`src/verilog/excl_mem_macros.svh`:
```
// exclusive shared memory: widths, address field positions and SWEX result codes
`ifndef EXCL_MEM_MACROS_SVH
`define EXCL_MEM_MACROS_SVH

// bus widths
`define EXM_APB_ADDR_WIDTH 20
`define EXM_DATA_WIDTH     16

// memory geometry
`define EXM_MEM_DEPTH      64
`define EXM_MEM_ADDR_BITS  6

// requesting core id carried in the address
`define EXM_CORE_ID_BITS   3

// paddr layout: |19 lwex|18 swex|17..15 core id|...|5..0 word|
`define EXM_LWEX_BIT       19
`define EXM_SWEX_BIT       18
`define EXM_CORE_ID_LSB    15

// read data returned by a store-exclusive
`define EXM_SWEX_SUCCESS   16'h0000
`define EXM_SWEX_FAIL      16'h0001

`endif

```
`src/verilog/apb_pkg.sv`:
```
// apb_pkg: APB address and data types for the shared memory slave
`include "excl_mem_macros.svh"

package apb_pkg;

    // full APB address, carries the exclusive-access fields in its top bits
    typedef logic [`EXM_APB_ADDR_WIDTH-1:0] paddr_t;

    // read and write data word
    typedef logic [`EXM_DATA_WIDTH-1:0] pdata_t;

endpackage

```
`src/verilog/excl_pkg.sv`:
```
// excl_pkg: types of the exclusive-access monitor and the word addressing
`include "excl_mem_macros.svh"

package excl_pkg;

    // word index into the shared memory
    typedef logic [`EXM_MEM_ADDR_BITS-1:0] mem_addr_t;

    // id of the core that issues the access
    typedef logic [`EXM_CORE_ID_BITS-1:0] core_id_t;

    // lock flag per word
    // 0 is free, n locks the word for core n-1
    typedef logic [`EXM_CORE_ID_BITS:0] lock_flag_t;

endpackage

```
`src/verilog/apb_responder.sv`:
```
// APB responder with ready timing, access strobe, memory write enable and read data mux
`timescale 1ns/1ps
`include "excl_mem_macros.svh"

module apb_responder (
    input  logic            clk,
    input  logic            reset,
    input  logic            psel,
    input  logic            penable,
    input  logic            pwrite,
    input  logic            lwex,
    input  logic            swex,
    input  logic            swex_pass,
    input  apb_pkg::pdata_t rdata,
    output logic            access,
    output logic            mem_we,
    output apb_pkg::pdata_t prdata,
    output logic            pready
);

    logic setup_seen;
    logic plain_write;

    // remember the setup cycle so ready comes one cycle later
    // when the synchronous memories have their data
    always_ff @(posedge clk) begin
        if (reset) begin
            setup_seen <= 1'b0;
        end else begin
            setup_seen <= psel && !penable;
        end
    end

    // high only in the first access cycle
    assign pready = psel && penable && setup_seen;
    assign access = pready;

    // an LWEX with pwrite set is only a lock request and its data is dropped
    assign plain_write = pwrite && !lwex && !swex;

    // store on a plain write or on a passing SWEX
    assign mem_we = access && (plain_write || swex_pass);

    always_comb begin
        prdata = '0;
        if (pready) begin
            if (swex) begin
                prdata = swex_pass ? `EXM_SWEX_SUCCESS : `EXM_SWEX_FAIL;
            end else begin
                prdata = rdata;
            end
        end
    end

    // ready only ends a proper setup/access pair
    a_ready_handshake: assert property (
        @(posedge clk) disable iff (reset)
        pready |-> (psel && penable && $past(psel && !penable))
    ) else $error("apb_responder: pready outside an access cycle");

endmodule

```
`src/verilog/excl_mem_top.sv`:
```
// excl_mem_top: APB shared memory with exclusive-access monitor
`timescale 1ns/1ps
`include "excl_mem_macros.svh"

module excl_mem_top (
    input  logic            clk,
    input  logic            reset,
    input  logic            psel,
    input  logic            penable,
    input  logic            pwrite,
    input  apb_pkg::paddr_t paddr,
    input  apb_pkg::pdata_t pwdata,
    output apb_pkg::pdata_t prdata,
    output logic            pready
);

    logic                lwex;
    logic                swex;
    excl_pkg::core_id_t  core_id;
    excl_pkg::mem_addr_t mem_addr;
    logic                access;
    logic                swex_pass;
    logic                mem_we;
    apb_pkg::pdata_t     rdata;

    // address fields
    assign lwex     = paddr[`EXM_LWEX_BIT];
    assign swex     = paddr[`EXM_SWEX_BIT];
    assign core_id  = paddr[`EXM_CORE_ID_LSB +: `EXM_CORE_ID_BITS];
    assign mem_addr = paddr[`EXM_MEM_ADDR_BITS-1:0];

    shared_data_ram shared_data_ram_inst (
        .clk      (clk),
        .mem_addr (mem_addr),
        .wdata    (pwdata),
        .mem_we   (mem_we),
        .rdata    (rdata)
    );

    excl_monitor excl_monitor_inst (
        .clk       (clk),
        .reset     (reset),
        .access    (access),
        .lwex      (lwex),
        .swex      (swex),
        .core_id   (core_id),
        .mem_addr  (mem_addr),
        .swex_pass (swex_pass)
    );

    apb_responder apb_responder_inst (
        .clk       (clk),
        .reset     (reset),
        .psel      (psel),
        .penable   (penable),
        .pwrite    (pwrite),
        .lwex      (lwex),
        .swex      (swex),
        .swex_pass (swex_pass),
        .rdata     (rdata),
        .access    (access),
        .mem_we    (mem_we),
        .prdata    (prdata),
        .pready    (pready)
    );

endmodule

```
`src/verilog/excl_monitor.sv`:
```
// excl_monitor: per-word lock flags and the LWEX/SWEX verdict of the shared memory
`timescale 1ns/1ps
`include "excl_mem_macros.svh"

module excl_monitor (
    input  logic                clk,
    input  logic                reset,
    input  logic                access,
    input  logic                lwex,
    input  logic                swex,
    input  excl_pkg::core_id_t  core_id,
    input  excl_pkg::mem_addr_t mem_addr,
    output logic                swex_pass
);

    excl_pkg::lock_flag_t flags [`EXM_MEM_DEPTH];
    excl_pkg::lock_flag_t flag_rd;
    excl_pkg::lock_flag_t own_flag;
    logic                 is_locked;
    logic                 is_locked_self;
    logic                 set_lock;

    // flag value that marks the word as held by the requesting core
    assign own_flag = {1'b0, core_id} + 1'b1;

    assign is_locked      = (flag_rd != '0);
    assign is_locked_self = is_locked && (flag_rd == own_flag);

    // load-exclusive takes a free word only
    assign set_lock = access && lwex && !is_locked;

    // store-exclusive passes only for the lock holder
    assign swex_pass = access && swex && is_locked_self;

    // flag store, read like the data memory so both line up in the access cycle
    always_ff @(posedge clk) begin
        if (reset) begin
            for (int i = 0; i < `EXM_MEM_DEPTH; i++) begin
                flags[i] <= '0;
            end
            flag_rd <= '0;
        end else begin
            flag_rd <= flags[mem_addr];
            if (set_lock) begin
                flags[mem_addr] <= own_flag;
            end else if (swex_pass) begin
                // a successful store releases the word
                flags[mem_addr] <= '0;
            end
        end
    end

    // an access is either a load-exclusive or a store-exclusive, never both
    a_lwex_swex_excl: assert property (
        @(posedge clk) disable iff (reset)
        access |-> !(lwex && swex)
    ) else $error("excl_monitor: lwex and swex both set on access");

    // registered flag must still match the array when a lock is taken,
    // otherwise another core's lock would be overwritten
    a_no_relock: assert property (
        @(posedge clk) disable iff (reset)
        set_lock |-> (flags[mem_addr] == '0)
    ) else $error("excl_monitor: lock set on a word that is already locked");

    // a passing SWEX always finds its own lock in the array
    a_pass_owned: assert property (
        @(posedge clk) disable iff (reset)
        swex_pass |-> (flags[mem_addr] == own_flag)
    ) else $error("excl_monitor: swex passed without holding the lock");

endmodule

```
`src/verilog/shared_data_ram.sv`:
```
// shared_data_ram: 64-word data store with registered read and single write port
`timescale 1ns/1ps
`include "excl_mem_macros.svh"

module shared_data_ram (
    input  logic                clk,
    input  excl_pkg::mem_addr_t mem_addr,
    input  apb_pkg::pdata_t     wdata,
    input  logic                mem_we,
    output apb_pkg::pdata_t     rdata
);

    apb_pkg::pdata_t mem [`EXM_MEM_DEPTH];

    // address from the setup cycle gives data in the access cycle
    always_ff @(posedge clk) begin
        rdata <= mem[mem_addr];
    end

    // write lands on the edge that ends the access cycle
    always_ff @(posedge clk) begin
        if (mem_we) begin
            mem[mem_addr] <= wdata;
        end
    end

    // an unknown write enable would silently corrupt the array
    a_we_known: assert property (
        @(posedge clk) !$isunknown(mem_we)
    ) else $error("shared_data_ram: mem_we is unknown");

endmodule
```
`config.mk`:
```
export PLATFORM = sky130hd
export DESIGN_NAME = excl_mem_top
export DESIGN_NICKNAME = d
export VERILOG_FILES = /design/src/verilog/apb_pkg.sv /design/src/verilog/excl_pkg.sv /design/src/verilog/apb_responder.sv /design/src/verilog/excl_mem_top.sv /design/src/verilog/excl_monitor.sv /design/src/verilog/shared_data_ram.sv
export VERILOG_INCLUDE_DIRS = /design/src /design/src/verilog
export SDC_FILE = /design/constraint.sdc
export NUM_CORES = 1
export LEC_CHECK = 0
export BUFFER_PORTS_ARGS = -buffer_cell sky130_fd_sc_hd__buf_2
export CAP_MARGIN = 40
export CORE_ASPECT_RATIO = 0.75
export CORE_MARGIN = 1.5
export CORE_UTILIZATION = 45
export CTS_BUF_LIST = sky130_fd_sc_hd__clkbuf_4 sky130_fd_sc_hd__clkbuf_8
export CTS_CLUSTER_DIAMETER = 100
export CTS_CLUSTER_SIZE = 20
export DETAILED_ROUTE_END_ITERATION = 10
export SKIP_LAST_GASP = 1
export SLEW_MARGIN = 10
export SYNTH_ARGS = -nofsm -noshare
export SYNTH_HDL_FRONTEND = slang
export SYNTH_HIERARCHICAL = 1
export SYNTH_SLANG_ARGS = --single-unit
```
`constraint.sdc`:
```
create_clock -name clk -period 3.9 [get_ports clk]
set_clock_uncertainty 0.15 [all_clocks]
set_input_delay 0.39 -clock clk [delete_from_list [all_inputs] [get_ports clk]]
set_output_delay 0.39 -clock clk [all_outputs]
set_load 0.02 [all_outputs]
```
# After elaboration in Yosys (flattened, before gate mapping)
# Memory sizes are Yosys's and may differ from the RTL's. A register that Yosys moved wholly into a read port is not among the register bits.
# Cells that the tools add are included.
# classes
add_sub_neg	1
eq_ne	1
muxes	18
bitwise	1
reduce_logical	18
# op_table
operator	n
two-way mux 16 bit	2
two-way mux 1 bit	13
logical AND 1 bit	11
two-way mux 4 bit	2
two-way mux 6 bit	1
adder 3 x 1 -> 4 bit, second input constant	1
== test 4 bit	1
logical NOT 1 bit	4
nonzero test 4 bit	1
OR reduction 4 bit	1
logical OR 1 bit	1
OR 1 bit	1
# totals
regBits	1
mem_bits_rw	1280
input_bits	41
out_inout_bits	17
elab_cells	42
memories	2
# memory_table
memory	depth	width	read_ports	rd_ports_with_merged_regs	wr	line_no	source
shared_data_ram_inst.mem	64	16	1	1	1	shared_data_ram.sv:13	apb_pkg::pdata_t mem [`EXM_MEM_DEPTH];
excl_monitor_inst.flags	64	4	1	1	64	excl_monitor.sv:16	excl_pkg::lock_flag_t flags [`EXM_MEM_DEPTH];

# Depth between registers and ports, before layout
# logic_depth
word_depth	11
mapped_depth	11

# Cells and area by module
# Netlist, hierarchy kept.
# modules_own_cells
module	n_inst	cells_each	area_per_inst_um2	seq_area_each_um2
shared_data_ram	1	2264	39480.4	31069.8
excl_monitor	1	1022	12109.1	7767.4
apb_responder	1	26	191.4	20.0

# Worst setup path before layout
# No wires, ideal clock.
# synth_path
kind	in2reg
start	input port paddr[15]
end	memory shared_data_ram_inst/mem[11][0] (netlist name), enable pin
setup_time_ps	388
arrival_ps	2655
required_time_ps	3362
path_slack_ps	706
path_stages	8
cell_sequence	ha_1 -> xnor3_1 -> and4_1 -> and3_1 -> o21a_1 -> nor2b_1 -> nand2_1 -> nor2_1
# synth_between
elab_chain_len	8
# synth_lines
element	line_no	source
start, declared	excl_mem_top.sv:11	input apb_pkg::paddr_t paddr,
adder 3 x 1 -> 4 bit	excl_monitor.sv:24	assign own_flag = {1'b0, core_id} + 1'b1;
== test 4 bit	excl_monitor.sv:27	assign is_locked_self = is_locked && (flag_rd == own_flag);
logical AND 1 bit	excl_monitor.sv:27	
logical AND 1 bit	excl_monitor.sv:33	assign swex_pass = access && swex && is_locked_self;
via swex_pass	excl_mem_top.sv:22	logic swex_pass;
logical OR 1 bit	apb_responder.sv:42	assign mem_we = access && (plain_write || swex_pass);
logical AND 1 bit	apb_responder.sv:42	
via mem_we	excl_mem_top.sv:23	logic mem_we;
two-way mux 1 bit	shared_data_ram.sv:22	if (mem_we) begin
two-way mux 1 bit (not written as such)	shared_data_ram.sv:23	mem[mem_addr] <= wdata;
end, declared	shared_data_ram.sv:13	
# The timed path passes the listed nets, and every way through them passes these cells.

==> flow_summary.toml <==
[clock_tree]
cts_buffers = 75
clk_path_buf_depth = 3
cts_tree = "yes"
cts_resized = 0
cts.sinks = 1301
htree_levels = 3
clk_pin_slew_ns = 0.13
cts-root-buf = "clkbuf_8"
insertion_delay_ns = 0.81

[logic_synthesis]
yosys-top-cells-count = "edfxtp_1, nor2_1, a22oi_1, mux2i_1, a221oi_1"
yosysTopAreaCell = "edfxtp_1"
syn_area_per_cell_um2 = 15.63
synth-seq-cells = 1301
synthFlopType = "edfxtp_1"
yosysSeqAreaShare_pct = 75.04
yosysWarnings = 6
synthArstFlopShare_pct = 0
syn_nets = 3354
postSynthCellCount = 3312
synth_top_area_share_pct = 74.23
synth.area.top_cells = "edfxtp_1, a22oi_1, mux2i_1, nor2_1, a221oi_1"
synth_edf_count = 1280
ys_types = 73
synth_area_um2 = 51780
synth_most_common_cell = "edfxtp_1"

[sta]
setup_viol = 0
maxSlewHeadroom_pct = 29.30
min_period_over_period_pct = 80.77
rsz0062_at_grt = "false"
holdWs_ns = 0.08302
fmax_mhz = 317.4
final_hold_viol_count = 0
tns_ns = 0
slew_viol_final = 0
tightest_slew_ns = 1.057
min_period_ns = 3.150

[floorplan]
rows = 107
core_region_area_um2 = 113800
io_pins = 58
die_w_um = 394.7
start_util_pct = 45.50
die-height_um = 296.8
dieArea_um2 = 117100

[critical_path]
path_buf_inv = 1
critPathTopFamily = "compound AO/OA/AOI/OAI gates"
startpoint_type = "register"
r2r_cells = 6
path_class = "reg2reg"
reg2reg_from = "excl_monitor_inst/flag_rd[1]"
crit_path_cell_trace = "nor3_1 -> and4_1 -> buf_4 -> a41o_1 -> nand2_1 -> o21ai_0"
cp_max_fo = 12
regToRegSetupSlack_ns = 0.75
slowest_stage = "o21ai_0"
reg2reg_to = "excl_monitor_inst/flags[0][1]"
worstPathArrival_ns = 3.43
critPathMaxStageDelay_ns = 0.80
critical_path_required_ns = 4.18
cp-end-kind = "register"

[drt]
vias = 32320
antenna_left = 0
drc = 0
wire_per_inst_um = 31.12
wirelength_mm = 158.2
routed_via_density = 6.360
dr.pass1.iters = 6
drtIter0Drc = 5127

[min_path]
hold_depth = 1
hold_class = "in2reg"
min_to = "shared_data_ram_inst/mem[40][3]"
hold_start = "pwdata[3]"

[global_route]
grt_pass1_vias = 30330
grt_overflow_total = 0
track_usage_pct = 26.50
grt_pass1_wl_mm = 223.0
antenna_found_initial = 10
grt_max_degree = 87

[layout]
layout-drive-gt1-share_pct = 15.40
area_delta_synth_final_pct = 10.01
fin_nets = 3566

[run_status]
outcome = "completed"

[placement]
place.gp.congestion = 0.9465
port_buffers = 48
dp_hpwl_mm = 104.9

[power]
leakagePower_uw = 0.01826
p_per_area_nw_per_um2 = 413.7
ir_worst_vdd_v = 0.0003233

[flow_run]
drv_cap = 0
[state kept, by name, indices dropped and copies added, names as in the netlist]
register                       flops
shared_data_ram_inst/mem        1024
excl_monitor_inst/flags          256
shared_data_ram_inst/rdata        16
excl_monitor_inst/flag_rd          4
apb_responder_inst/setup_seen      1
[timing repair]
| action | 4_1_cts | 5_1_grt |
|---|---|---|
| endpoints found under the hold margin | 303 | 44 |
| setup buffers | 0 | 0 |
| hold buffers | 15 | 2 |
[area by class of cell]
type | count | area [um^2]
timing repair buffer | 377 | 3102
fill | 9469 | 56830
sequential | 1301 | 38860
clock buffer | 96 | 1196
antenna | 5 | 12.51
clock inverter | 8 | 92.59
tap | 1526 | 1909
inverter | 7 | 26.28
multi-input combinational | 1762 | 11770
[placed cells by master (no fill, tap or decap), drive strengths merged, types with 27 or more instances in the layout]
cell type	Yosys	routed
edfxtp	1280	1280
nor2	427	427
buf	143	360
a22oi	218	218
mux2i	161	161
a221oi	137	137
o21ai	112	112
nand2	100	100
clkbuf	99	96
a21oi	92	92
o22ai	62	62
mux2	37	37
nand3	36	36
nand3b	28	28
o22a	27	27
[power breakdown]
group          switching [uW]  leakage (uW)  internal, uW
sequential               57.1        0.0120         15400
combinational            1300       0.00557           558
clock                    4130      0.000674          2080
total                    5490        0.0183         18100
[cells by family after synthesis]
group | synth area share [%]
buffers and inverters | 2.370
and+or+nand+nor | 6.261
xor gates and xnor gates | 0.09424
DFF | 75.04
muxes | 4.830
adders and majority gates | 0.02416
AOI/OAI and AO/OA | 11.38
[worst max path at each step]
stage                                        startpoint                         endpoint  cells past startpoint  slack (ns)
final                      excl_monitor_inst/flag_rd[1]    excl_monitor_inst/flags[0][1]                      6        0.75
after global routing      apb_responder_inst/setup_seen  shared_data_ram_inst/mem[11][7]                      9        0.61
after CTS                 apb_responder_inst/setup_seen  shared_data_ram_inst/mem[11][7]                      9        0.82
after detailed placement                       paddr[0]   shared_data_ram_inst/rdata[10]                      9        0.19
after global placement                         paddr[0]   shared_data_ram_inst/rdata[10]                      9        0.25
after floorplan                               paddr[15]  shared_data_ram_inst/mem[11][0]                      8        0.71
[per-stage QoR]
| stage | power, uW | instances | util [%] | worst slack (ns) | cell area (um^2) |
|---|---|---|---|---|---|
| after floorplan | 16640 | 3312 | - | 0.7061 | 51780 |
| after global placement | 17530 | 4937 | 48.48 | 0.2541 | 55160 |
| after detailed placement | 17600 | 4954 | 48.73 | 0.1933 | 55450 |
| after CTS | 23610 | 5073 | 49.99 | 0.8244 | 56890 |
| after global routing | 24180 | 5080 | 50.05 | 0.6075 | 56960 |
| final | 23560 | 5082 | 50.06 | 0.7498 | 56960 |
[per-layer routing]
| layer | vias up | share of wire [%] | track usage (%) | wire [um] |
|---|---|---|---|---|
| met5 | - | 0.062 | 0.3653 | 98 |
| met4 | 8 | 2.3 | 6.154 | 3654 |
| met3 | 220 | 13 | 6.984 | 21180 |
| met2 | 2137 | 42 | 36.91 | 65990 |
| met1 | 16420 | 43 | 41.21 | 67230 |
| li1 | 13540 | - | - | - |
Power figures use the tool's default switching activity.
